$ cat src/common/vbe_consts.svh
`ifndef VBE_CONSTS_SVH
`define VBE_CONSTS_SVH

// Front-end offer width and issue width
`define VBE_ISSUE_LANE 4
`define VBE_NUM_ALU    2

// Two source operands per ALU lane
`define VBE_NUM_RD     (2 * `VBE_NUM_ALU)

// Command queue
`define VBE_CQ_DEPTH   8
`define VBE_CQ_CNT_W   ($clog2(`VBE_CQ_DEPTH + 1))

// Vector register geometry, SEW 8 and LMUL 1 only
`define VBE_VLEN       128
`define VBE_SEW        8
`define VBE_NUM_ELEM   (`VBE_VLEN / `VBE_SEW)
`define VBE_NUM_VREG   32

`endif

$ cat src/common/vbe_pkg.sv
`include "vbe_consts.svh"

package vbe_pkg;

    // Element-wise ALU operations
    typedef enum logic [1:0] {
        OP_ADD   = 2'd0,
        OP_SUB   = 2'd1,
        OP_SADDU = 2'd2,
        OP_SSUBU = 2'd3
    } vec_op_e;

    typedef logic [$clog2(`VBE_NUM_VREG)-1:0] vreg_idx_t;

    typedef logic [`VBE_VLEN-1:0] vreg_data_t;

    // One instruction as offered by the front end
    // Subtract forms compute vs2 - vs1
    typedef struct packed {
        vec_op_e   op;
        vreg_idx_t vd;
        vreg_idx_t vs1;
        vreg_idx_t vs2;
    } vec_cmd_t;

    // Lane output register contents
    typedef struct packed {
        vreg_idx_t  vd;
        vreg_data_t data;
        logic       sat;
    } lane_result_t;

endpackage

$ cat src/design/issue_ctrl.sv
`timescale 1ns/1ns
`include "vbe_consts.svh"

module issue_ctrl (
    input  vbe_pkg::vec_cmd_t                      head0,
    input  vbe_pkg::vec_cmd_t                      head1,
    input  logic [`VBE_CQ_CNT_W-1:0]               count,
    input  logic [`VBE_NUM_ALU-1:0]                lane_busy,
    input  vbe_pkg::vreg_idx_t [`VBE_NUM_ALU-1:0]  lane_vd,
    output logic [1:0]                             pop_count,
    output logic [`VBE_NUM_ALU-1:0]                issue_valid,
    output vbe_pkg::vec_op_e [`VBE_NUM_ALU-1:0]    issue_op,
    output vbe_pkg::vreg_idx_t [`VBE_NUM_ALU-1:0]  issue_vd,
    output vbe_pkg::vreg_idx_t [`VBE_NUM_RD-1:0]   rd_idx
);
    import vbe_pkg::*;

    localparam int CNT_W = `VBE_CQ_CNT_W;

    logic head0_go;
    logic head1_go;

    // True when a valid lane register still holds a result for src
    function automatic logic in_flight(input vreg_idx_t                   src,
                                       input logic [`VBE_NUM_ALU-1:0]     busy,
                                       input vreg_idx_t [`VBE_NUM_ALU-1:0] vd);
        logic hit;
        hit = 1'b0;
        for (int l = 0; l < `VBE_NUM_ALU; l++) begin
            hit = hit | (busy[l] && (vd[l] == src));
        end
        return hit;
    endfunction

    assign head0_go = (count != '0)
                   && !in_flight(head0.vs1, lane_busy, lane_vd)
                   && !in_flight(head0.vs2, lane_busy, lane_vd);

    // Younger head also waits on the older one issuing beside it
    assign head1_go = head0_go
                   && (count >= CNT_W'(2))
                   && (head1.vs1 != head0.vd)
                   && (head1.vs2 != head0.vd)
                   && !in_flight(head1.vs1, lane_busy, lane_vd)
                   && !in_flight(head1.vs2, lane_busy, lane_vd);

    assign pop_count   = 2'(head0_go) + 2'(head1_go);
    assign issue_valid = {head1_go, head0_go};

    // Lane 0 always takes the older command
    assign issue_op[0] = head0.op;
    assign issue_op[1] = head1.op;
    assign issue_vd[0] = head0.vd;
    assign issue_vd[1] = head1.vd;

    // Read ports per lane: vs2 feeds opa, vs1 feeds opb
    assign rd_idx[0] = head0.vs2;
    assign rd_idx[1] = head0.vs1;
    assign rd_idx[2] = head1.vs2;
    assign rd_idx[3] = head1.vs1;

endmodule

$ cat config.mk
export PLATFORM = sky130hd
export DESIGN_NAME = issue_ctrl
export DESIGN_NICKNAME = d
export VERILOG_FILES = /design/src/common/vbe_pkg.sv /design/src/design/issue_ctrl.sv
export VERILOG_INCLUDE_DIRS = /design/src /design/src/common
export SDC_FILE = /design/constraint.sdc
export NUM_CORES = 1
export LEC_CHECK = 0
export BUFFER_PORTS_ARGS = -buffer_cell sky130_fd_sc_hd__buf_2
export CAP_MARGIN = 20
export CORE_MARGIN = 2
export CORE_UTILIZATION = 41
export DETAILED_ROUTE_END_ITERATION = 10
export PLACE_DENSITY = 0.9
export SETUP_SLACK_MARGIN = 0.4
export SYNTH_ARGS = -nofsm -noshare
export SYNTH_HDL_FRONTEND = slang
export SYNTH_SLANG_ARGS = --single-unit
$ cat constraint.sdc
create_clock -name vclk -period 4.2
set_clock_uncertainty 0.2 [all_clocks]
set_input_delay 0.84 -clock vclk [all_inputs]
set_output_delay 0.84 -clock vclk [all_outputs]
set_load 0.005 [all_outputs]
==> impl_metrics.tcl <==
set metrics [dict create \
    design_area_um2 997 \
    synth_top_family_by_area "XOR/XNOR gates" \
    regArea_um2 0 \
    fmax_mhz 300 \
    cpPeakStageDelay_ns 0.32 \
    crit_slowest_cell "nor4_1" \
    ant_nets 0 \
    post_cts_buffers 0 \
    place_area_um2 997 \
    cap_violations 0 \
    p_int_mw 0.0561 \
    synth.cell_area_um2 883 \
    first_pass_iters 4 \
    avgViaCountPerCell 4.76 \
    crit_fanout 4 \
    core-area_um2 2000 \
    layout_min_cycle_time_ns 3.33 \
    slew_viol_final 0 \
    synth_warnings 0 \
    start_util_pct 44.1 \
    crit_chain "buf_2, xor2_1, nor4_1, nand3_1, nand3_1, and4b_1, ha_1, buf_2" \
    routedWlPerCell_um 12.1 \
    n_antenna_cell 0 \
    pwr-share-clk_pct 0 \
    crit_path_start_kind "primary input" \
    critPathRequiredTime_ns 3.16 \
    min_path_type "primary input to output pin" \
    instances_no_fill 178 \
    seqPwrFrac_pct 0 \
    fill_cells 206 \
    worstPathArrival_ns 2.29 \
    hold_buffers 0 \
    critPathCaptureType "output pin" \
    grtUsageTotal_pct 16.4 \
    wirelength_um 2160 \
    synthAdderAreaFrac_pct 1.42 \
    dp.cells 178 \
    synth.distinct_cells 15 \
    clkbuf_count 0 \
    syn_avg_cell_area_um2 7.55 \
    route.detailed.drc 0 \
    relSlewSlack_pct 81.0 \
    synthCells 117 \
    nNetsFinal 204 \
    ys_seq_area_share_pct 0 \
    synth_mux_area_share_pct 0 \
    finalPower_mw 0.112 \
    period_share_pct 79.3 \
    antenna_found_initial 0 \
    multi_input_area_um2 613 \
    comb_power_share_pct 100.0 \
    dieWidth_um 50.4 \
    cellLeakagePower_nw 0.491 \
    criticalPathCategory "primary input to output pin" \
    syn-num-nets 168 \
    synthSimpleGateAreaFrac_pct 19.3 \
    die_y_um 50.4 \
    worst_pin_slew_ns 0.283 \
    syn2layout_area_growth_pct 12.9 \
    grt_max_degree 7 \
    vdd_drop_max_uv 54.6 \
    finalSetupViolCount 0 \
    final_layout_size_suffix_gt1_share_pct 47.0 \
    drt_iter0_markers 5 \
    p_sw_share_pct 49.8 \
    hpwl_um 1990 \
    hold_viol 0 \
    rows 16 \
    design.seq.count 0 \
    rsz0062_at_grt "no" \
    setup_tns_ns 0 \
    routabilityCongestion 0.793 \
    overflow 0 \
    dieArea_um2 2540 \
    synth_xor_xnor_area_share_pct 47.6 \
    switchingPower_mw 0.0558 \
    status "finished, final reports clean" \
    cts_resized 0 \
    grt_pass1_wl_um 3360 \
    io_buffers 70 \
    p_per_area_nw_per_um2 112 \
    io_pins 88 \
    vias 847 \
    synth_compound_area_share_pct 1.13 \
    grt_pass1_vias 831 \
]
-- kinds of logic after synthesis --
| kind of cell | Yosys count |
|---|---|
| xor+xnor | 48 |
| compound gates | 2 |
| simple gates | 30 |
| fa+ha+maj | 1 |
| buf+inv | 36 |
-- power groups by stage --
stage               registers [mW]  logic [mW]  clock network [mW]
floorplan                        0      0.0762                   0
global placement                 0       0.109                   0
detailed placement               0       0.112                   0
CTS                              0       0.113                   0
global route                     0       0.123                   0
finish                           0       0.112                   0
-- area by class of cell --
cell class,instances,share of cell area (%)
Tap cell,27,3.39
Timing Repair Buffer,70,35.1
Multi-Input combinational cell,81,61.5
-- routing by layer --
layer	GRT usage, %	vias to the layer above	part of all wire, %
li1	-	426	-
met1	17.0	382	38
met2	34.4	35	56
met3	1.49	4	6.3
met4	3.15	0	0.23
met5	0	-	0
-- cells in the mapped netlist, drive strengths merged --
library cell  number  area [um2]
nor3               6        30.0
nand2              1        3.75
buf               36         270
and4b              1        10.0
nand4              2        12.5
o21ai              1        5.00
ha                 1        12.5
or2                1        6.26
nor4               8        50.1
xnor2             20         175
xor2              28         245
nor2               1        3.75
and3               3        18.8
a21oi              1        5.00
nand3              7        35.0
-- through the flow --
stage | util (%) | hold slack (ns) | worst slack [ns]
floorplan | - | 1.56 | 1.23
global placement | 49.8 | 1.48 | 0.894
detailed placement | 49.8 | 1.48 | 0.877
CTS | 49.8 | 1.48 | 0.873
global route | 49.8 | 1.48 | 0.709
finish | 49.8 | 1.48 | 0.868
-- worst max-delay path: cells and delay by family --
kind / cells / cell delay, ns
xor gates and xnor gates: 1 / 0.15
and+or+nand+nor: 4 / 0.77
buffers and inverters: 2 / 0.27
adders and majority gates: 1 / 0.27
-- placed cells by master, fill, tap and decap left out, drive strengths merged --
cell	count
buf	70
or2	1
and4b	1
xnor2	20
nand2	1
xor2	28
nand4	2
nor4	8
and3	3
a21oi	1
nor3	6
ha	1
nand3	7
o21ai	1
nor2	1
-- worst paths after layout --
kind,cells past startpoint,endpoint,start
setup / recovery,8,pop_count[0],lane_vd[6]
hold / removal,0,issue_vd[7],head1[12]
Power figures use the tool's default switching activity.
