--- config.mk ---
export PLATFORM = sky130hd
export DESIGN_NAME = vec_alu_lane
export DESIGN_NICKNAME = d
export VERILOG_FILES = /design/src/common/vbe_pkg.sv /design/src/design/vec_alu_lane.sv
export VERILOG_INCLUDE_DIRS = /design/src /design/src/common
export SDC_FILE = /design/constraint.sdc
export NUM_CORES = 1
export LEC_CHECK = 0
export BUFFER_PORTS_ARGS = -buffer_cell sky130_fd_sc_hd__buf_2
export CORE_MARGIN = 2
export CORE_UTILIZATION = 50
export CTS_BUF_LIST = sky130_fd_sc_hd__clkbuf_16
export DETAILED_ROUTE_END_ITERATION = 10
export GPL_TIMING_DRIVEN = 0
export PLACE_DENSITY = 0.79
export REMOVE_ABC_BUFFERS = 1
export SETUP_SLACK_MARGIN = 0.5
export SLEW_MARGIN = 20
export SYNTH_ARGS = -nofsm -noshare
export SYNTH_HDL_FRONTEND = slang
export SYNTH_SLANG_ARGS = --single-unit
--- constraint.sdc ---
create_clock -name clk -period 0.8 [get_ports clk]
set_input_delay 0.12 -clock clk [delete_from_list [all_inputs] [get_ports clk]]
set_output_delay 0.12 -clock clk [all_outputs]
set_load 0.01 [all_outputs]
--- src/common/vbe_consts.svh ---
`ifndef VBE_CONSTS_SVH
`define VBE_CONSTS_SVH

// Front-end offer width and issue width
`define VBE_ISSUE_LANE 4
`define VBE_NUM_ALU    2

// Two source operands per ALU lane
`define VBE_NUM_RD     (2 * `VBE_NUM_ALU)

// Command queue
`define VBE_CQ_DEPTH   8
`define VBE_CQ_CNT_W   ($clog2(`VBE_CQ_DEPTH + 1))

// Vector register geometry, SEW 8 and LMUL 1 only
`define VBE_VLEN       128
`define VBE_SEW        8
`define VBE_NUM_ELEM   (`VBE_VLEN / `VBE_SEW)
`define VBE_NUM_VREG   32

`endif

--- src/common/vbe_pkg.sv ---
`include "vbe_consts.svh"

package vbe_pkg;

    // Element-wise ALU operations
    typedef enum logic [1:0] {
        OP_ADD   = 2'd0,
        OP_SUB   = 2'd1,
        OP_SADDU = 2'd2,
        OP_SSUBU = 2'd3
    } vec_op_e;

    typedef logic [$clog2(`VBE_NUM_VREG)-1:0] vreg_idx_t;

    typedef logic [`VBE_VLEN-1:0] vreg_data_t;

    // One instruction as offered by the front end
    // Subtract forms compute vs2 - vs1
    typedef struct packed {
        vec_op_e   op;
        vreg_idx_t vd;
        vreg_idx_t vs1;
        vreg_idx_t vs2;
    } vec_cmd_t;

    // Lane output register contents
    typedef struct packed {
        vreg_idx_t  vd;
        vreg_data_t data;
        logic       sat;
    } lane_result_t;

endpackage

--- src/design/vec_alu_lane.sv ---
`timescale 1ns/1ns
`include "vbe_consts.svh"

module vec_alu_lane (
    input  logic                  clk,
    input  logic                  rst_n,
    input  logic                  issue_valid,
    input  vbe_pkg::vec_op_e      op,
    input  vbe_pkg::vreg_idx_t    vd,
    input  vbe_pkg::vreg_data_t   opa,
    input  vbe_pkg::vreg_data_t   opb,
    output logic                  result_valid,
    output vbe_pkg::lane_result_t result
);
    import vbe_pkg::*;

    vreg_data_t               elem_res;
    logic [`VBE_NUM_ELEM-1:0] elem_sat;

    always_comb begin
        logic [`VBE_SEW:0] sum;
        logic [`VBE_SEW:0] diff;
        for (int e = 0; e < `VBE_NUM_ELEM; e++) begin
            sum  = {1'b0, opa[e*`VBE_SEW +: `VBE_SEW]} + {1'b0, opb[e*`VBE_SEW +: `VBE_SEW]};
            diff = {1'b0, opa[e*`VBE_SEW +: `VBE_SEW]} - {1'b0, opb[e*`VBE_SEW +: `VBE_SEW]};
            elem_res[e*`VBE_SEW +: `VBE_SEW] = sum[`VBE_SEW-1:0];
            elem_sat[e] = 1'b0;
            case (op)
                OP_SUB: begin
                    elem_res[e*`VBE_SEW +: `VBE_SEW] = diff[`VBE_SEW-1:0];
                end
                // Carry out means clamp to all ones
                OP_SADDU: begin
                    elem_res[e*`VBE_SEW +: `VBE_SEW] = sum[`VBE_SEW] ? '1 : sum[`VBE_SEW-1:0];
                    elem_sat[e] = sum[`VBE_SEW];
                end
                // Borrow means clamp to zero
                OP_SSUBU: begin
                    elem_res[e*`VBE_SEW +: `VBE_SEW] = diff[`VBE_SEW] ? '0 : diff[`VBE_SEW-1:0];
                    elem_sat[e] = diff[`VBE_SEW];
                end
                default: begin
                    elem_res[e*`VBE_SEW +: `VBE_SEW] = sum[`VBE_SEW-1:0];
                end
            endcase
        end
    end

    always_ff @(posedge clk or negedge rst_n) begin
        if (!rst_n) begin
            result_valid <= 1'b0;
        end else begin
            result_valid <= issue_valid;
        end
    end

    always_ff @(posedge clk) begin
        if (issue_valid) begin
            result.vd   <= vd;
            result.data <= elem_res;
            result.sat  <= |elem_sat;
        end
    end

endmodule

==> impl_metrics.xml <==
<?xml version="1.0" encoding="UTF-8"?>
<metrics>
  <group name="status">
    <metric name="run_status" unit="">complete, but fails checks</metric>
    <metric name="violated_checks" unit="">hold timing, setup timing</metric>
  </group>
  <group name="synthesis">
    <metric name="post_synth_top_flop" unit="">sky130_fd_sc_hd__edfxtp_1</metric>
    <metric name="async_reset_ff_share" unit="%">0.741</metric>
    <metric name="synth.ff_latch_count" unit="">135</metric>
    <metric name="synth_area" unit="mm²">0.0162</metric>
    <metric name="ys_types" unit="">74</metric>
    <metric name="ys.warnings.count" unit="">0</metric>
    <metric name="syn_inst" unit="">1807</metric>
    <metric name="seq_area_frac_synth" unit="%">25.1</metric>
    <metric name="edff_count_synth" unit="">134</metric>
    <metric name="avg_cell_area_syn" unit="µm²">8.94</metric>
  </group>
  <group name="grt">
    <metric name="grt_start_max_net_pins" unit="">43</metric>
    <metric name="grtUsageTotal" unit="%">34.2</metric>
    <metric name="grt_pass1_wl" unit="mm">90.0</metric>
    <metric name="grt_pass1_vias" unit="">17100</metric>
    <metric name="grt-ovfl-total" unit="">0</metric>
    <metric name="number_of_antenna_violations_at_the_first_check_in_global_routing" unit="">8</metric>
  </group>
  <group name="place">
    <metric name="postPlaceCellArea" unit="mm²">0.0185</metric>
    <metric name="place_inst" unit="">2565</metric>
    <metric name="detailed_place_hpwl" unit="mm">36.8</metric>
    <metric name="placement.setup.worst_slack" unit="ps">-3120</metric>
    <metric name="port_buffers" unit="">400</metric>
    <metric name="place_congestion" unit="">0.936</metric>
  </group>
  <group name="timing">
    <metric name="finalHoldWorstSlack" unit="ps">-164</metric>
    <metric name="rsz0062_at_grt" unit="">true</metric>
    <metric name="final_critical_path_setup_slack" unit="ps">-1750</metric>
    <metric name="report.final.setup_viol" unit="">264</metric>
    <metric name="final_period_minus_worst_setup_slack" unit="ps">2550</metric>
    <metric name="post-route-period-util" unit="%">319</metric>
    <metric name="finalHoldViolations" unit="">6</metric>
    <metric name="tightestPinTransition" unit="ps">838</metric>
    <metric name="worst_slew_margin_rel" unit="%">43.8</metric>
    <metric name="maxClockFrequency" unit="GHz">0.392</metric>
    <metric name="finalMaxSlewViolations" unit="">0</metric>
  </group>
  <group name="floorplanning">
    <metric name="fp.dieArea" unit="mm²">0.0338</metric>
    <metric name="core_region_area" unit="mm²">0.0317</metric>
    <metric name="chipWidth" unit="µm">184</metric>
    <metric name="fp.dieH" unit="µm">184</metric>
    <metric name="initial_utilization" unit="%">50.9</metric>
    <metric name="ios" unit="">401</metric>
    <metric name="placement_rows" unit="">65</metric>
  </group>
  <group name="layout">
    <metric name="finalInstanceArea" unit="mm²">0.0247</metric>
    <metric name="final_layout_size_suffix_gt1_share" unit="%">45.6</metric>
    <metric name="synthToLayoutAreaGrowth" unit="%">53.1</metric>
    <metric name="final_core_util" unit="%">78.0</metric>
    <metric name="layout.cells.non_filler" unit="">2854</metric>
    <metric name="final_nets" unit="">2985</metric>
  </group>
  <group name="setup_path">
    <metric name="crit_type" unit="">input pin to flop</metric>
    <metric name="path_max_fanout" unit="">3</metric>
    <metric name="startpoint_type" unit="">input pin</metric>
    <metric name="cp.arrival" unit="ps">2710</metric>
    <metric name="timing.critical_path.slowest_stage_cell" unit="">sky130_fd_sc_hd__xnor2_1</metric>
    <metric name="path_common_cell" unit="">sky130_fd_sc_hd__a21oi_1</metric>
    <metric name="crit_path_cell_trace" unit="">buf_2, inv_1, ha_1, nand2b_1, a21oi_1, o21ai_0, a21oi_1, nor2_1, xnor2_1, o221ai_2</metric>
    <metric name="cp_top_family" unit="">compound AO/OA/AOI/OAI gates</metric>
    <metric name="worst_ep_required_time" unit="ps">960</metric>
    <metric name="critical_path_buf_inv_count" unit="">2</metric>
    <metric name="type_of_element_capturing_the_critical_path" unit="">flop</metric>
    <metric name="max_stage_delay" unit="ps">680</metric>
  </group>
  <group name="job">
    <metric name="maxCapViolations" unit="">0</metric>
  </group>
  <group name="route">
    <metric name="drc" unit="">0</metric>
    <metric name="final_antenna_net_count" unit="">0</metric>
    <metric name="average_via_count_per_standard_cell" unit="">6.24</metric>
    <metric name="drtIter0Drc" unit="">1610</metric>
    <metric name="drt-pass1-iter-count" unit="">7</metric>
    <metric name="route.final.wire_length" unit="mm">67.8</metric>
    <metric name="detail_route.wl_per_cell" unit="µm">23.7</metric>
    <metric name="routed-via-count" unit="">17800</metric>
  </group>
  <group name="clocking">
    <metric name="holdBufCountCts" unit="">1</metric>
    <metric name="clk_root_buffer_cell" unit="">sky130_fd_sc_hd__clkbuf_16</metric>
    <metric name="worst_setup_hold_path_clk_slew" unit="ps">60</metric>
    <metric name="cts_made_buffers" unit="">17</metric>
    <metric name="tritoncts_num_sinks" unit="">135</metric>
    <metric name="cts_tree" unit="">done</metric>
    <metric name="cts_max_level" unit="">4</metric>
    <metric name="ctsLongestPathBuffers" unit="">2</metric>
  </group>
  <group name="worst_hold_path">
    <metric name="timing.hold.worst.class" unit="">input pin to flop</metric>
  </group>
  <group name="power">
    <metric name="vdd.ir_drop.worst" unit="µV">1500</metric>
    <metric name="report.power.total" unit="mW">37.7</metric>
    <metric name="p_per_area" unit="mW/mm²">1520</metric>
    <metric name="power.leakage" unit="nW">11.0</metric>
  </group>
</metrics>
## stage by stage
step	hold slack (ps)	TNS [ps]
4_1_cts	-170	-163270
5_1_grt	-176	-180050
6_report	-164	-169420
3_3_place_gp	-105	-879240
3_5_place_dp	-104	-342790
2_1_floorplan	-176	-157050
## area by class of cell
cell class,instances,area [µm²]
inverter,256,1030
multi-input combinational,1369,13500
antenna,8,20.0
tap,402,503
timing repair buffer,652,5000
sequential,135,4050
clock buffer,17,425
fill,1762,6980
clock inverter,15,249
## path summary, 6_finish.rpt
check,startpoint,endpoint,slack [ps],cells after the start
min in group asynchronous,rst_n,result_valid,-40,2
hold / removal,vd[1],result[130],-160,1
setup / recovery,opb[65],result[70],-1750,10
max in group asynchronous,rst_n,result_valid,750,2
## cells in the final DEF (no fill, tap or decap), drive strengths merged, types with 14 or more instances in the layout
| cell | Yosys | layout |
|---|---|---|
| buf | 14 | 645 |
| inv | 256 | 260 |
| ha | 256 | 256 |
| a21oi | 141 | 141 |
| edfxtp | 134 | 134 |
| xnor2 | 124 | 124 |
| nor2 | 113 | 113 |
| o21ai | 96 | 96 |
| o221ai | 73 | 73 |
| nand2 | 62 | 62 |
| nor2b | 50 | 50 |
| nand2b | 46 | 46 |
| nor3 | 43 | 43 |
| xor2 | 34 | 34 |
| fa | 32 | 32 |
| nand3 | 31 | 31 |
| o21bai | 28 | 28 |
| o211ai | 25 | 25 |
| o41ai | 21 | 21 |
| clkbuf | 33 | 20 |
| or3 | 17 | 17 |
| o21a | 17 | 17 |
| o31ai | 17 | 17 |
| a21o | 16 | 16 |
| a22oi | 14 | 14 |
## Yosys cell counts (all sizes together), types with 32 or more instances
master | n | area [µm²]
nor2b | 50 | 313
edfxtp | 134 | 4020
xnor2 | 124 | 1090
nand2b | 46 | 288
nor3 | 43 | 215
nor2 | 113 | 424
fa | 32 | 641
inv | 256 | 961
nand2 | 62 | 233
o21ai | 96 | 480
ha | 256 | 3200
o221ai | 73 | 639
xor2 | 34 | 298
clkbuf | 33 | 128
a21oi | 141 | 724
## timing repair
| item | 4_1_cts | 5_1_grt |
|---|---|---|
| resized for setup | 522 | 246 |
| pin swaps | 227 | 166 |
| buffers inserted | 151 | 82 |
| cloned | 13 | 2 |
| setup endpoints to repair | 399 | 294 |
| endpoints found under the hold margin | 6 | 6 |
## cells by family after synthesis
family	Yosys count	share of synthesized area [%]
adders and majority gates	288	23.8
and+or+nand+nor	399	12.4
buffers and inverters	303	7.34
DFF	135	25.1
AOI/OAI and AO/OA	521	22.6
muxes	3	0.186
xor gates and xnor gates	158	8.57
## where the power goes
part	switching (mW)	internal [mW]
registers	0.363	9.18
logic	10.1	8.62
clock network	3.62	5.87
total	14.0	23.7
## sequential cells by signal (all words and copies together) (netlist names)
signal	flops
result	134
result_valid	1
## routing by layer
| layer | up-vias | share of wire [%] | track usage [%] |
|---|---|---|---|
| met5 | - | 0.091 | 0 |
| met4 | 4 | 8.1 | 22.2 |
| met3 | 450 | 9.4 | 6.72 |
| met2 | 1293 | 48 | 58.7 |
| met1 | 8365 | 35 | 38.7 |
| li1 | 7705 | - | - |
Note: power is estimated with default switching activity, not from simulation.
