==> src/common/vbe_consts.svh <==
`ifndef VBE_CONSTS_SVH
`define VBE_CONSTS_SVH

// Front-end offer width and issue width
`define VBE_ISSUE_LANE 4
`define VBE_NUM_ALU    2

// Two source operands per ALU lane
`define VBE_NUM_RD     (2 * `VBE_NUM_ALU)

// Command queue
`define VBE_CQ_DEPTH   8
`define VBE_CQ_CNT_W   ($clog2(`VBE_CQ_DEPTH + 1))

// Vector register geometry, SEW 8 and LMUL 1 only
`define VBE_VLEN       128
`define VBE_SEW        8
`define VBE_NUM_ELEM   (`VBE_VLEN / `VBE_SEW)
`define VBE_NUM_VREG   32

`endif

==> src/common/vbe_pkg.sv <==
`include "vbe_consts.svh"

package vbe_pkg;

    // Element-wise ALU operations
    typedef enum logic [1:0] {
        OP_ADD   = 2'd0,
        OP_SUB   = 2'd1,
        OP_SADDU = 2'd2,
        OP_SSUBU = 2'd3
    } vec_op_e;

    typedef logic [$clog2(`VBE_NUM_VREG)-1:0] vreg_idx_t;

    typedef logic [`VBE_VLEN-1:0] vreg_data_t;

    // One instruction as offered by the front end
    // Subtract forms compute vs2 - vs1
    typedef struct packed {
        vec_op_e   op;
        vreg_idx_t vd;
        vreg_idx_t vs1;
        vreg_idx_t vs2;
    } vec_cmd_t;

    // Lane output register contents
    typedef struct packed {
        vreg_idx_t  vd;
        vreg_data_t data;
        logic       sat;
    } lane_result_t;

endpackage

==> src/design/retire_unit.sv <==
`timescale 1ns/1ns
`include "vbe_consts.svh"

module retire_unit (
    input  logic                                     clk,
    input  logic                                     rst_n,
    input  logic [`VBE_NUM_ALU-1:0]                  result_valid,
    input  vbe_pkg::lane_result_t [`VBE_NUM_ALU-1:0] result,
    output logic [`VBE_NUM_ALU-1:0]                  wr_en,
    output vbe_pkg::vreg_idx_t [`VBE_NUM_ALU-1:0]    wr_idx,
    output vbe_pkg::vreg_data_t [`VBE_NUM_ALU-1:0]   wr_data,
    output logic [`VBE_NUM_ALU-1:0]                  rt_valid,
    output vbe_pkg::vreg_idx_t [`VBE_NUM_ALU-1:0]    rt_dest,
    output vbe_pkg::vreg_data_t [`VBE_NUM_ALU-1:0]   rt_data,
    output logic                                     vxsat_valid,
    output logic                                     vxsat
);
    logic [`VBE_NUM_ALU-1:0] sat_hit;

    // Register writes go straight from the lane registers
    always_comb begin
        for (int l = 0; l < `VBE_NUM_ALU; l++) begin
            wr_en[l]   = result_valid[l];
            wr_idx[l]  = result[l].vd;
            wr_data[l] = result[l].data;
            sat_hit[l] = result_valid[l] & result[l].sat;
        end
    end

    always_ff @(posedge clk or negedge rst_n) begin
        if (!rst_n) begin
            rt_valid    <= '0;
            vxsat_valid <= 1'b0;
            vxsat       <= 1'b0;
        end else begin
            rt_valid    <= result_valid;
            vxsat_valid <= |result_valid;
            vxsat       <= |sat_hit;
        end
    end

    // Report payload, same edge as the register write
    always_ff @(posedge clk) begin
        for (int l = 0; l < `VBE_NUM_ALU; l++) begin
            if (result_valid[l]) begin
                rt_dest[l] <= result[l].vd;
                rt_data[l] <= result[l].data;
            end
        end
    end

endmodule

==> config.mk <==
export PLATFORM = sky130hd
export DESIGN_NAME = retire_unit
export DESIGN_NICKNAME = d
export VERILOG_FILES = /design/src/common/vbe_pkg.sv /design/src/design/retire_unit.sv
export VERILOG_INCLUDE_DIRS = /design/src /design/src/common
export SDC_FILE = /design/constraint.sdc
export NUM_CORES = 1
export LEC_CHECK = 0
export BUFFER_PORTS_ARGS = -buffer_cell sky130_fd_sc_hd__buf_2
export CORE_AREA = 2 2 312 314
export CTS_BUF_LIST = sky130_fd_sc_hd__clkbuf_8
export DETAILED_ROUTE_END_ITERATION = 16
export DIE_AREA = 0 0 314 316
export GPL_TIMING_DRIVEN = 0
export PLACE_DENSITY = 0.31
export SYNTH_ARGS = -nofsm -noshare
export SYNTH_HDL_FRONTEND = slang
export SYNTH_SLANG_ARGS = --single-unit
==> constraint.sdc <==
create_clock -name clk -period 0.8 [get_ports clk]
set_input_delay 0.16 -clock clk [delete_from_list [all_inputs] [get_ports clk]]
set_output_delay 0.16 -clock clk [all_outputs]
set_load 0.1 [all_outputs]
==> results of run 1 <==
[final cells by class]
type | instances | area [sq um]
Fill cell | 10100 | 73000
Timing Repair Buffer | 1112 | 10400
Sequential cell | 270 | 8100
Buffer | 266 | 2000
Tap cell | 1276 | 1600
Clock buffer | 53 | 729
Clock inverter | 40 | 153
Multi-Input combinational cell | 2 | 15.0
Antenna cell | 3 | 7.51
[per-layer routing]
metal  share of wire [%]  vias to the layer above
met2                  51                      495
met5                0.11                        -
met3                  10                       83
li1                    -                     4009
met1                  35                     4252
met4                 3.0                        8
[synthesized netlist by cell type]
cell,n
a22o_1,1
buf_4,268
dfrtp_1,4
edfxtp_1,266
or2_1,1
[cells in the final DEF, fill, tap and decap left out, types with 2 or more instances in the layout]
cell,Yosys,layout
clkinv_1,0,15
clkbuf_16,0,5
edfxtp_1,266,266
diode_2,0,3
inv_1,0,23
bufbuf_16,0,5
dlygate4sd3_1,0,275
dfrtp_4,0,4
buf_6,0,379
clkinv_2,0,2
buf_12,0,16
buf_8,0,19
buf_4,268,410
clkbuf_8,0,53
buf_16,0,4
buf_2,0,265
[logic make-up after synthesis]
group / synth area share [%]
flops: 80.0
simple gates: 0.0619
compound gates: 0.0866
buf+inv: 19.9
[power breakdown]
group,total (W),switching (W),internal (W)
sequential,0.0174,0.000526,0.0168
combinational,0.0213,0.0156,0.00568
clock,0.0123,0.00619,0.00606
[what timing repair did]
action / CTS / global route
hold buffers: 272 / 4
cloned: 5 / 5
endpoints found under the setup margin: 538 / 299
hold endpoints to repair: 407 / 130
buffers inserted: 2 / 14
resized for setup: 994 / 20
[sequential cells by signal (all words and copies together), names as in the netlist]
register,cells
rt_valid,2
vxsat_valid,1
vxsat,1
rt_dest,10
rt_data,256
[how the worst max path moves through the flow]
stage                     depth (start not counted)     endpoint  slack [ns]
final                                             1  rt_data[12]       -0.68
after floorplan                                   0   rt_data[0]       -0.26
after CTS                                         1  rt_data[16]       -0.80
after detailed placement                          4     wr_en[0]       -1.16
after global routing                              1  rt_data[16]       -0.77
after global placement                            3     wr_en[0]       -2.87
[stage by stage]
| step | hold slack, ns | instance area [sq um] | utilization [%] |
|---|---|---|---|
| floorplan | -0.136 | 10100 | - |
| global placement | -0.0338 | 15800 | 16.4 |
| detailed placement | -0.0324 | 15800 | 16.5 |
| CTS | -0.227 | 22700 | 23.6 |
| global route | -0.161 | 23000 | 24.0 |
| finish | -0.0800 | 23000 | 24.0 |
==> results.toml, run 1 <==
[global_routing]
gr-usage-met3_pct = 4.42
grtUsageTotal_pct = 9.64
met2_usage_pct = 17.1
grt-ovfl-total = 0
grt_busiest_layer = "met2"
use_met1_pct = 9.86
antenna_found_initial = 8
grt_pass1_vias = 9532
grt_pass1_wl_um = 67400
grt_max_degree = 73

[critical_path]
crit_slowest_cell = "edfxtp_1"
crit_start = "rt_data[12]"
crit_family = "flip-flops"
cp_cell_sequence = "buf_6"
crit_type = "reg -> out"
start_kind = "flip-flop"
cp_slowest_stage_delay_ns = 0.43
end_kind = "output port"
required_ns = 0.64
worst-path-buf-inv = 1
cp.arrival_ns = 1.32
cp_max_fo = 1

[synthesis]
postSynthAreaPerCell_sq_um = 18.7
syn-cell-area_sq_mm = 0.0101
synth.top_cell.area_share_pct = 79.0
yosysUniqueCellTypes = 5
yosys_warnings = 0
ys_ff_latch = 270
synthCells = 540
yosysTopAreaCell = "edfxtp_1"
synth_area_leaders = "edfxtp_1 (79%), buf_4 (20%), dfrtp_1 (0.99%)"
syn_nets = 812
seq_area_frac_synth_pct = 80.0

[sta]
layout_setup_ws_ns = -0.681
setup_tns_ns = -169.02
fin_crit_sh_pct = 185
timing.fmax_mhz = 675
hold_violations = 20
rsz0062_at_grt = "yes"
maxSlewHeadroom_pct = 57.8
min_period_ns = 1.48
finalSetupViolCount = 342
tightest_slew_ns = 0.630
whs_ns = -0.0800
drv_slew = 0

[floorplanning]
die_h_um = 316
core_area_sq_mm = 0.0960
num_rows = 114
die_x_um = 314
die_area_sq_mm = 0.0992
initial_utilization_pct = 10.5
pin_count = 810

[placed_design]
gp_congestion = 0.774
dp_hpwl_um = 39100
place_ws_ns = -1.16
dp.cells = 2627
portBuffers = 809

[detailed_routing]
wl_per_cell_um = 17.3
initialDrtViolationCount = 291
vias_per_cell = 2.93
vias = 8847
drc = 0
routed_wl_um = 52300
dr.pass1.iters = 4
ant_nets = 0

[power]
power.density_mw_per_mm2 = 2210
total_power_w = 0.0509
leakage_nw = 10.1
irDropWorstVdd_mv = 1.37

[clock_network]
root_buffer = "clkbuf_8"
cts_tree = "yes"
numCtsBuffers = 52
htreeDepth = 2
cts_sinks = 270
clkTransAtPathRegs_ns = 0.06
clk_path_buf_depth = 3

[job]
max-cap-violations = 0

[outcome]
violations = "hold timing, setup timing"
status = "complete, but fails checks"

[hold_path]
hp-class = "in -> reg"
min_to = "rt_valid[1]"
worstHoldStart = "result_valid[1]"
min_path_cells = 1

[layout]
drive_gt1_share_pct = 66.7
final_cells = 3022
layout.nets = 1976
area_growth_pct = 128
(Power assumes the default switching activity.)
==> run 2, diff against run 1 <==
Settings changed: ABC_AREA set to 1.
==> run 2 against run 1 <==
Effect of this change: the flow finishes with violations (setup timing); global-route usage grew 1.0 points; total power increased by 3.5%; fmax down 1.5%; sequential power about the same; non-clock buffer count shrank 10; clock power up 11%; setup slack lost 0.022 ns; clock-buffer cell count grew 5; critical path type unchanged; critical endpoint is now rt_data[179]; largest power group unchanged.
==> results.toml, run 2 <==
[synthesis]
postSynthAreaPerCell_sq_um = 18.6
yosysMostFrequentCell = "buf_4"
yosysUniqueCellTypes = 5
yosys-top-cells-count = "buf_4 (268), edfxtp_1 (266), dfrtp_1 (4), nand2_1 (4), inv_1 (2)"
yosysTopAreaCell = "edfxtp_1"
ys_ff_latch = 270
yosys_warnings = 0
seq_area_frac_synth_pct = 79.9
synthCells = 544
synth_adder_area_share_pct = 0
synthMuxAreaShare_pct = 0
synth_area_leaders = "edfxtp_1 (79%), buf_4 (20%), dfrtp_1 (0.99%)"
synth-compound-area-share_pct = 0
yosys.area_share.simple_pct = 0.148
synth_xor_area_share_pct = 0
async_flop_share_pct = 1.48
synth_enable_flop_cells = 266
synth.top_cell.area_share_pct = 78.9
synth_flop_cell = "edfxtp_1"
synth_top_family_by_area = "buffers and inverters"
syn_nets = 816
syn-cell-area_sq_mm = 0.0101

[placed_design]
portBuffers = 809
place_area_sq_mm = 0.0159
gp_congestion = 0.764
place_ws_ns = -1.11
dp_hpwl_um = 44700

[global_routing]
grt_max_degree = 79
grt_pass1_wl_um = 73600
grt-ovfl-total = 0
grt_pass1_vias = 9521
antenna_found_initial = 9
grtUsageTotal_pct = 10.7

[clock_network]
htreeDepth = 2
cts_tree = "yes"
numCtsBuffers = 53
clkTransAtPathRegs_ns = 0.05
clk_path_buf_depth = 3
cts_sinks = 270
root_buffer = "clkbuf_8"

[critical_path]
worst-path-buf-inv = 1
crit_type = "reg -> out"
cp_max_fo = 1
cp.arrival_ns = 1.34
crit_slowest_cell = "edfxtp_1"
cp_slowest_stage_delay_ns = 0.48
required_ns = 0.64
end_kind = "output port"
cp.depth = 1
cp_cell_sequence = "buf_8"
crit_family = "flip-flops"
start_kind = "flip-flop"

[sta]
tightest_slew_ns = 0.451
fin_crit_sh_pct = 188
drv_slew = 0
rsz0062_at_grt = "yes"
whs_ns = 0.0764
layout_setup_ws_ns = -0.703
maxSlewHeadroom_pct = 69.8
finalSetupViolCount = 328
min_period_ns = 1.50
timing.fmax_mhz = 665
hold_violations = 0

[floorplanning]
core_area_sq_mm = 0.0960
initial_utilization_pct = 10.5
die_h_um = 316
pin_count = 810
die_x_um = 314
die_area_sq_mm = 0.0992
num_rows = 114

[layout]
area_growth_pct = 131
max_flop_register = "rt_data"
layout.nets = 1971
largest_reg_flops = 256
utilization_pct = 24.4
reg_top3 = "rt_data: 256 flops, rt_dest: 10 flops, rt_valid: 2 flops"
drive_gt1_share_pct = 66.8
mostFrequentLayoutCells = "buf_6 (371), buf_4 (370), dlygate4sd3_1 (274)"
fin_area_sq_mm = 0.0234
final_common_cell = "buf_6"

[detailed_routing]
initialDrtViolationCount = 328
drc = 0
vias = 8915
dr.pass1.iters = 4
ant_nets = 0
vias_per_cell = 2.95
routed_wl_um = 57400
wl_per_cell_um = 19.0

[hold_path]
min_path_cells = 2
hp-class = "in -> reg"

[job]
max-cap-violations = 0

[power]
power.density_mw_per_mm2 = 2250
total_power_w = 0.0527
irDropWorstVdd_mv = 1.65
leakage_nw = 10.3

[outcome]
status = "complete, but fails checks"
violations = "setup timing"
## run 2: metal layers
metal,global-route usage [%],up-vias,routed length [um]
li1,-,4016,-
met4,2.79,6,1080
met1,11.8,4318,21700
met2,18.9,508,29200
met5,0,-,40
met3,4.37,67,5360
## run 2: power by group
| part | internal (W) | leakage, nW | switching (W) |
|---|---|---|---|
| sequential | 0.0168 | 2.65 | 0.000535 |
| combinational | 0.00580 | 7.02 | 0.0158 |
| clock | 0.00726 | 0.614 | 0.00647 |
| total | 0.0299 | 10.3 | 0.0228 |
## run 2: cell families (layout without fill, tap and decap cells)
kind of cell,Yosys count,after routing
AND/OR/NAND/NOR,4,4
flip-flops,270,270
other,0,4
buffers and inverters,270,1469
## run 2: worst paths after layout
path                                 start           end
max                           rt_data[179]  rt_data[179]
min                        result_valid[1]  rt_data[235]
max in group asynchronous            rst_n   rt_valid[1]
min in group asynchronous            rst_n         vxsat
## run 2: final cells by class
class | count | area [sq um]
Fill cell | 10200 | 72600
Tap cell | 1276 | 1600
Inverter | 2 | 7.51
Multi-Input combinational cell | 4 | 15.0
Antenna cell | 4 | 10.0
Buffer | 268 | 2020
Timing Repair Buffer | 1100 | 10600
Clock inverter | 41 | 216
Sequential cell | 270 | 8100
Clock buffer | 58 | 798
## run 2: metrics by stage
step	TNS, ns	cells
3_5_place_dp	-213.26	2631
2_1_floorplan	-70.23	544
6_report	-169.28	3023
5_1_grt	-191.33	3019
3_3_place_gp	-700.02	2629
4_1_cts	-243.68	3006
## run 2: what timing repair did
| item | CTS | global route |
|---|---|---|
| endpoints found under the hold margin | 381 | 57 |
| hold buffers | 272 | 3 |
| resized for setup | 1078 | 44 |
| buffers inserted | 2 | 7 |
| gates cloned | 2 | 4 |
| setup endpoints to repair | 538 | 441 |
