`src/common/vbe_consts.svh`:
```
`ifndef VBE_CONSTS_SVH
`define VBE_CONSTS_SVH

// Front-end offer width and issue width
`define VBE_ISSUE_LANE 4
`define VBE_NUM_ALU    2

// Two source operands per ALU lane
`define VBE_NUM_RD     (2 * `VBE_NUM_ALU)

// Command queue
`define VBE_CQ_DEPTH   8
`define VBE_CQ_CNT_W   ($clog2(`VBE_CQ_DEPTH + 1))

// Vector register geometry, SEW 8 and LMUL 1 only
`define VBE_VLEN       128
`define VBE_SEW        8
`define VBE_NUM_ELEM   (`VBE_VLEN / `VBE_SEW)
`define VBE_NUM_VREG   32

`endif

```
`src/common/vbe_pkg.sv`:
```
`include "vbe_consts.svh"

package vbe_pkg;

    // Element-wise ALU operations
    typedef enum logic [1:0] {
        OP_ADD   = 2'd0,
        OP_SUB   = 2'd1,
        OP_SADDU = 2'd2,
        OP_SSUBU = 2'd3
    } vec_op_e;

    typedef logic [$clog2(`VBE_NUM_VREG)-1:0] vreg_idx_t;

    typedef logic [`VBE_VLEN-1:0] vreg_data_t;

    // One instruction as offered by the front end
    // Subtract forms compute vs2 - vs1
    typedef struct packed {
        vec_op_e   op;
        vreg_idx_t vd;
        vreg_idx_t vs1;
        vreg_idx_t vs2;
    } vec_cmd_t;

    // Lane output register contents
    typedef struct packed {
        vreg_idx_t  vd;
        vreg_data_t data;
        logic       sat;
    } lane_result_t;

endpackage

```
`src/cmd_queue/cmd_queue.sv`:
```
`timescale 1ns/1ns
`include "vbe_consts.svh"

module cmd_queue #(
    parameter int DEPTH = `VBE_CQ_DEPTH
) (
    input  logic                                    clk,
    input  logic                                    rst_n,
    input  logic [`VBE_ISSUE_LANE-1:0]              push_valid,
    input  vbe_pkg::vec_cmd_t [`VBE_ISSUE_LANE-1:0] push_cmd,
    output logic [`VBE_ISSUE_LANE-1:0]              ready,
    output vbe_pkg::vec_cmd_t                       head0,
    output vbe_pkg::vec_cmd_t                       head1,
    output logic [$clog2(DEPTH+1)-1:0]              count,
    input  logic [1:0]                              pop_count
);
    import vbe_pkg::*;

    // DEPTH is a power of two, so pointers wrap without compare
    localparam int PTR_W  = $clog2(DEPTH);
    localparam int CNT_W  = $clog2(DEPTH + 1);
    localparam int PUSH_W = $clog2(`VBE_ISSUE_LANE + 1);

    vec_cmd_t                   mem [DEPTH];
    logic [PTR_W-1:0]           wr_ptr;
    logic [PTR_W-1:0]           rd_ptr;
    logic [CNT_W-1:0]           free_slots;
    logic [`VBE_ISSUE_LANE-1:0] push_acc;
    logic [PUSH_W-1:0]          push_num;
    logic [PTR_W-1:0]           wr_addr [`VBE_ISSUE_LANE];

    // Ready thermometer from fill level only
    assign free_slots = CNT_W'(DEPTH) - count;

    always_comb begin
        for (int k = 0; k < `VBE_ISSUE_LANE; k++) begin
            ready[k] = free_slots > CNT_W'(k);
        end
    end

    assign push_acc = push_valid & ready;

    // Each accepted lane lands after the older accepted lanes
    always_comb begin
        push_num = '0;
        for (int k = 0; k < `VBE_ISSUE_LANE; k++) begin
            wr_addr[k] = wr_ptr + PTR_W'(push_num);
            push_num   = push_num + PUSH_W'(push_acc[k]);
        end
    end

    always_ff @(posedge clk) begin
        for (int k = 0; k < `VBE_ISSUE_LANE; k++) begin
            if (push_acc[k]) begin
                mem[wr_addr[k]] <= push_cmd[k];
            end
        end
    end

    always_ff @(posedge clk or negedge rst_n) begin
        if (!rst_n) begin
            wr_ptr <= '0;
            rd_ptr <= '0;
            count  <= '0;
        end else begin
            wr_ptr <= wr_ptr + PTR_W'(push_num);
            rd_ptr <= rd_ptr + PTR_W'(pop_count);
            count  <= count + CNT_W'(push_num) - CNT_W'(pop_count);
        end
    end

    // Two oldest entries, meaningful only as far as count says
    assign head0 = mem[rd_ptr];
    assign head1 = mem[rd_ptr + PTR_W'(1)];

endmodule

```
`config.mk`:
```
export PLATFORM = sky130hd
export DESIGN_NAME = cmd_queue
export DESIGN_NICKNAME = d
export VERILOG_FILES = /design/src/common/vbe_pkg.sv /design/src/cmd_queue/cmd_queue.sv
export VERILOG_INCLUDE_DIRS = /design/src /design/src/common
export SDC_FILE = /design/constraint.sdc
export NUM_CORES = 1
export LEC_CHECK = 0
export BUFFER_PORTS_ARGS = -buffer_cell sky130_fd_sc_hd__buf_2
export CORE_ASPECT_RATIO = 0.7
export CORE_UTILIZATION = 30
export DETAILED_ROUTE_END_ITERATION = 8
export PLACE_DENSITY = 0.44
export SLEW_MARGIN = 20
export SYNTH_ARGS = -nofsm -noshare
export SYNTH_HDL_FRONTEND = slang
export SYNTH_SLANG_ARGS = --single-unit
```
`constraint.sdc`:
```
create_clock -name clk -period 9.5 [get_ports clk]
set_clock_uncertainty 0.05 [all_clocks]
set_input_delay 2.85 -clock clk [delete_from_list [all_inputs] [get_ports clk]]
set_output_delay 2.85 -clock clk [all_outputs]
set_load 0.02 [all_outputs]
```
==> results.txt, run 1 <==
GP Congestion - 0.9328
Synth Flop Type - edfxtp_1
Fin cells - 1763
Detailed placement HPWL - 44.68 mm
1st-pass router iterations - 9
Final period util - 0.7260
Failing checks - DRC
FP Rows - 62
Initial Util - 0.3065
Ys async rst share - 0.06849
Cells after DPL - 1729
Initial antenna violation count - 4
Post-layout util - 0.3409
Clk_lat worst skew - 0.43 ns
Max-cap viol count - 0
Final setup vio count - 0
Final Max Slew Viols - 0
CP Cell Sequence - buf_2, and3_1, inv_1, fa_1, inv_1, ha_1, fa_1, xor3_1, nor2_1, nand3_1, nand4_1, buf_4
ANT nets after route - 0
Clock tree buffer depth - 2
#FFs+latches synth - 146
Die Area - 43080 µm²
Chip height - 174.0 µm
Post-cts hold buffer count - 0
Hold Path Class - flip-flop to flip-flop
I/O pins - 118
P&R area growth vs syn - 11.23%
RSZ-0062 raised after global routing - false
TritonCTS Buffers - 17
Core area - 41350 µm²
CP top delay family - simple AND/OR/NAND/NOR gates
Worst Setup End Kind - flip-flop
Post-synthesis cell count - 1196
Post-CTS Setup Repair Bufs - 0
Most frequent cell after synthesis - o21ai_0
CTS sink count - 146
Post-synth EDFFs - 136
Fillers - 4179
Overflow after GRT - 0
Cell taking the most area after synthesis - edfxtp_1
Vias - 11283
Place WS - 2.140 ns
Maximum number of pins on one net before global-route repair - 77
First-pass GRT wire length - 81.28 mm
Vias in the first global route - 10092
F_max - 0.1450 GHz
Top cells by count, synth - 151 x o21ai_0, 136 x edfxtp_1, 102 x o2bb2ai_1, 83 x clkbuf_1, 73 x a211oi_2
Fin nets - 1308
CP Launch Type - primary input
Slew @ Worst Pin - 1.069 ns
CP max-delay cell - nand3_1
WL/cell - 33.27 µm
Worst slew margin - 0.2853
Crit path time final - 6.897 ns
Yosys warns - 0
Syn_nets - 1299
Number of port buffers - 117
CP max stage delay - 0.69 ns
Top cells by area, synth - edfxtp_1 32%, mux4_2 12%, a211oi_2 7.2%
Critical path fanouts, max - 25
DRC - 4
Arr. time, crit path - 6.93 ns
Top cell type's share of synthesized area - 0.3222
# H-tree levels - 4
TritonCTS clock tree - done
Worst EP required - 9.53 ns
WS Path Type - primary input to flip-flop
All-layer global routing usage - 0.2705
Final Hold Fails - 0
Layout cells sized above 1 - 0.2964
Routed wire length - 58.66 mm
Setup TNS - 0 ns
Final WS setup - 2.603 ns
Post-synthesis sequential area ratio - 0.3420
Synth unique cells - 49
Die X - 247.7 µm
Synthesized area per cell - 10.60 µm²
Drt initial violations - 1620
Worst path bufs/invs - 4
Synthesized cell area - 12670 µm²
CTS root buffer - clkbuf_16
Status - complete, but fails checks
Vias per inst - 6.400
Clk slew on worst S/H paths - 0.06 ns
CTS resizes - 0
sequential cells by signal (all words and copies together), names as in the netlist:
register and flops:
wr_ptr 3, rd_ptr 3, count 4, mem 136
worst paths after layout:
| path | slack (ns) | cells after the start | startpoint | endpoint |
|---|---|---|---|---|
| max | 2.60 | 12 | push_valid[1] | mem[1][7] |
| min | 0.59 | 1 | rd_ptr[0] | rd_ptr[0] |
| max reg2reg | 3.76 | 15 | count[1] | mem[1][7] |
| min reg2reg | 0.59 | 1 | rd_ptr[0] | rd_ptr[0] |
| max in group asynchronous | 6.87 | 1 | rst_n | rd_ptr[0] |
| min in group asynchronous | 2.24 | 1 | rst_n | wr_ptr[2] |
worst register-to-register path, cell delays in order, from the launching register on:
cell and delay [ns]:
dfrtp_1 0.49, inv_1 0.10, ha_1 0.22, nand2b_1 0.12, nor3_2 0.22, buf_4 0.64, o21ai_0 0.30, nand2_1 0.19
fa_1 0.41, inv_1 0.10, ha_1 0.17, fa_1 0.60, nor2_1 0.24, nand3_1 0.69, nand4_1 0.45, buf_4 0.39
per-stage QoR:
stage               instance area, µm²  hold WS (ns)
floorplan                        12670        0.4422
global placement                 13440        0.5820
detailed placement               13450        0.5884
CTS                              14060        0.6001
global route                     14090        0.6312
finish                           14100        0.5932
cells in the final DEF (no fill, tap or decap), types with 3 or more instances in the layout:
cell	synthesis	final
a211oi_2	73	73
and4_1	6	6
mux4_2	68	68
o21ai_0	151	151
clkinv_4	0	3
edfxtp_1	136	136
nor3_4	0	4
and3b_1	3	3
nor3b_1	4	4
nor2_1	31	31
xnor2_1	7	7
nor4_1	19	19
nand2_1	62	62
nor3_1	20	19
nand2b_1	3	3
nor4b_1	32	32
o2bb2ai_1	102	102
fa_1	8	8
o21ai_1	20	20
ha_1	19	19
or3b_2	3	3
o21a_1	18	18
nand3_1	9	8
clkinv_1	0	3
bufinv_16	0	4
nand3b_1	4	4
and3_1	68	68
buf_2	20	117
dfrtp_1	10	8
mux2_2	34	34
a211oi_1	62	62
buf_4	6	26
inv_1	22	22
nand4_1	23	23
clkbuf_16	0	17
area by class of cell:
class	count	area (µm²)	area share
well taps	544	680.7	0.04829
repair buffers	144	792.0	0.05619
inverters	22	82.58	0.005858
diodes	1	2.502	0.0001775
multi-input cells	874	7584	0.5380
clock inverters	13	182.7	0.01296
flip-flops and latches	146	4339	0.3078
clock buffers	19	432.9	0.03071
layer usage:
layer  part of all wire  GRT usage  vias up
li1                   -          -     4828
met1               0.48     0.4344     5766
met2               0.36     0.3159      674
met3               0.15     0.1369       15
met4             0.0032    0.02582        0
met5                  0          0        -
cell families after synthesis:
| logic type | after synthesis | synth area share |
|---|---|---|
| simple gates | 300 | 0.1387 |
| compound gates | 432 | 0.2620 |
| mux | 102 | 0.1511 |
| fa+ha+maj | 27 | 0.03139 |
| xor+xnor | 13 | 0.01185 |
| buf+inv | 176 | 0.06299 |
| flops | 146 | 0.3420 |
Power of run 1 is not shown: default switching activity piles up to over one toggle a cycle in this logic, so the estimate is an artifact.
==> run 2, diff against run 1 <==
==> constraint.sdc (replaced) <==
create_clock -name clk -period 6.5 [get_ports clk]
set_clock_uncertainty 0.05 [all_clocks]
set_input_delay 1.95 -clock clk [delete_from_list [all_inputs] [get_ports clk]]
set_output_delay 1.95 -clock clk [all_outputs]
set_load 0.02 [all_outputs]
==> run 2 against run 1 <==
  * The flow still finishes with violations (DRC)
  * Setup slack got worse by 1.3 ns
  * Largest cell class unchanged
  * Flip-flop and latch count unchanged
  * Final cell count grew 1.8%
  * Via count up 2.2%
  * Utilization grew 0.33 points
  * Critical endpoint is now mem[6][14]
  * First-iteration DRC count grew 47%
  * Register-to-register slack worse by 2.4 ns
  * Critical path depth unchanged
==> results.txt, run 2 (synthesized netlist as in run 1, its figures left out) <==
CTS root buffer - clkbuf_16 (unchanged)
Crit path time final - 5.201 ns
Hold slack - 0.6126 ns (was 0.5932 ns)
ANT nets after route - 0 (unchanged)
Maximum number of pins on one net before global-route repair - 74 (was 77)
Vias per inst - 6.426 (was 6.400)
WS Path Type - primary input to flip-flop (unchanged)
Final setup vio count - 0 (unchanged)
Worst EP required - 6.56 ns (was 9.53 ns)
Die Area - 43080 µm² (unchanged)
First-pass GRT wire length - 82.25 mm (was 81.28 mm)
CTS sink count - 146 (unchanged)
P&R area growth vs syn - 12.29% (was 11.23%)
Initial Util - 0.3065 (unchanged)
DRC - 10 (was 4)
TritonCTS Buffers - 17 (unchanged)
Placed inst area - 13660 µm² (was 13450 µm²)
Setup TNS - 0 ns (unchanged)
Largest register FFs - 136 (unchanged)
Routed wire length - 58.59 mm (was 58.66 mm)
Fillers - 4111 (was 4179)
FP Rows - 62 (unchanged)
Clk slew on worst S/H paths - 0.07 ns (was 0.06 ns)
Status - complete, but fails checks (unchanged)
Final period util - 0.8001
Cells after DPL - 1759 (was 1729)
Max-cap viol count - 0 (unchanged)
Final Hold Fails - 0 (unchanged)
Arr. time, crit path - 5.26 ns (was 6.93 ns)
Final Max Slew Viols - 0 (unchanged)
CP Launch Type - primary input (unchanged)
Vias in the first global route - 10307 (was 10092)
Initial antenna violation count - 8 (was 4)
Die X - 247.7 µm (unchanged)
Detailed placement HPWL - 43.14 mm (was 44.68 mm)
I/O pins - 118 (unchanged)
Fin nets - 1337 (was 1308)
1st-pass router iterations - 8 (was 9)
# H-tree levels - 4 (unchanged)
TritonCTS clock tree - done (unchanged)
CTS resizes - 0 (unchanged)
Post-CTS Setup Repair Bufs - 0 (unchanged)
Worst r2r path cells - 15 (unchanged)
Chip height - 174.0 µm (unchanged)
Fin cells - 1794 (was 1763)
Slew @ Worst Pin - 1.022 ns (was 1.069 ns)
RSZ-0062 raised after global routing - false (unchanged)
WL/cell - 32.66 µm (was 33.27 µm)
Worst Setup End Kind - flip-flop (unchanged)
Vias - 11528 (was 11283)
Layout Cell Area excl Fill - 14230 µm² (was 14100 µm²)
All-layer global routing usage - 0.2704 (was 0.2705)
Drt initial violations - 2381 (was 1620)
Commonest non-fill, non-tap cell in the layout - o21ai_0 (unchanged)
Layout cells sized above 1 - 0.3152 (was 0.2964)
Hold Path Class - flip-flop to flip-flop (unchanged)
Worst Hold Depth - 1 (unchanged)
Core area - 41350 µm² (unchanged)
Clock tree buffer depth - 2 (unchanged)
Worst slew margin - 0.3145 (was 0.2853)
Most frequent cells in the layout - 151 x o21ai_0, 136 x edfxtp_1, 117 x buf_2 (unchanged)
Post-cts hold buffer count - 0 (unchanged)
GP Congestion - 0.9402 (was 0.9328)
F_max - 0.1923 GHz
Clk_lat worst skew - 0.45 ns (was 0.43 ns)
Overflow after GRT - 0 (unchanged)
Failing checks - DRC (unchanged)
Number of port buffers - 117 (unchanged)
Critical path fanouts, max - 18 (was 25)
## run 2: per-stage QoR
step | worst slack (ns) | util
after global routing | 1.171 | 0.3441
final | 1.299 | 0.3442
after global placement | 0.8928 | 0.3304
after CTS | 1.351 | 0.3440
after detailed placement | 0.8765 | 0.3304
after floorplan | 0.5276 | -
## run 2: final cells by class
cell class / instances / area [µm²] / share of cell area
repair buffers: 173 / 1006 / 0.07069
well taps: 544 / 680.7 / 0.04783
clock inverters: 14 / 131.4 / 0.009232
clock buffers: 18 / 429.2 / 0.03016
flip-flops and latches: 146 / 4340 / 0.3050
multi-input cells: 874 / 7553 / 0.5308
inverters: 22 / 82.58 / 0.005803
diodes: 3 / 7.507 / 0.0005275
## run 2: final timing paths
check                              start  slack, ns          to
setup / recovery           push_valid[1]       1.30  mem[6][14]
hold / removal                  count[0]       0.61    count[0]
setup reg to reg                count[0]       1.40   mem[2][2]
hold reg to reg                 count[0]       0.61    count[0]
max in group asynchronous          rst_n       4.82   rd_ptr[0]
min in group asynchronous          rst_n       1.32    count[3]
## run 2: layer usage
layer  GRT usage  part of all wire  vias to the layer above
li1            -                 -                     4883
met1      0.4493              0.48                     5767
met2      0.3201              0.36                      830
met3      0.1004              0.14                       42
met4     0.03758            0.0077                        6
met5           0           0.00065                        -
## run 2: critical path, stage by stage
cell	delay [ns]
buf_2	0.10
and3_1	0.21
inv_1	0.08
fa_1	0.50
inv_1	0.06
ha_1	0.19
fa_1	0.44
xor3_1	0.36
nand2_1	0.10
or3b_2	0.72
nand4_1	0.20
buf_4	0.31
Power of run 2 is left out for the same reason.
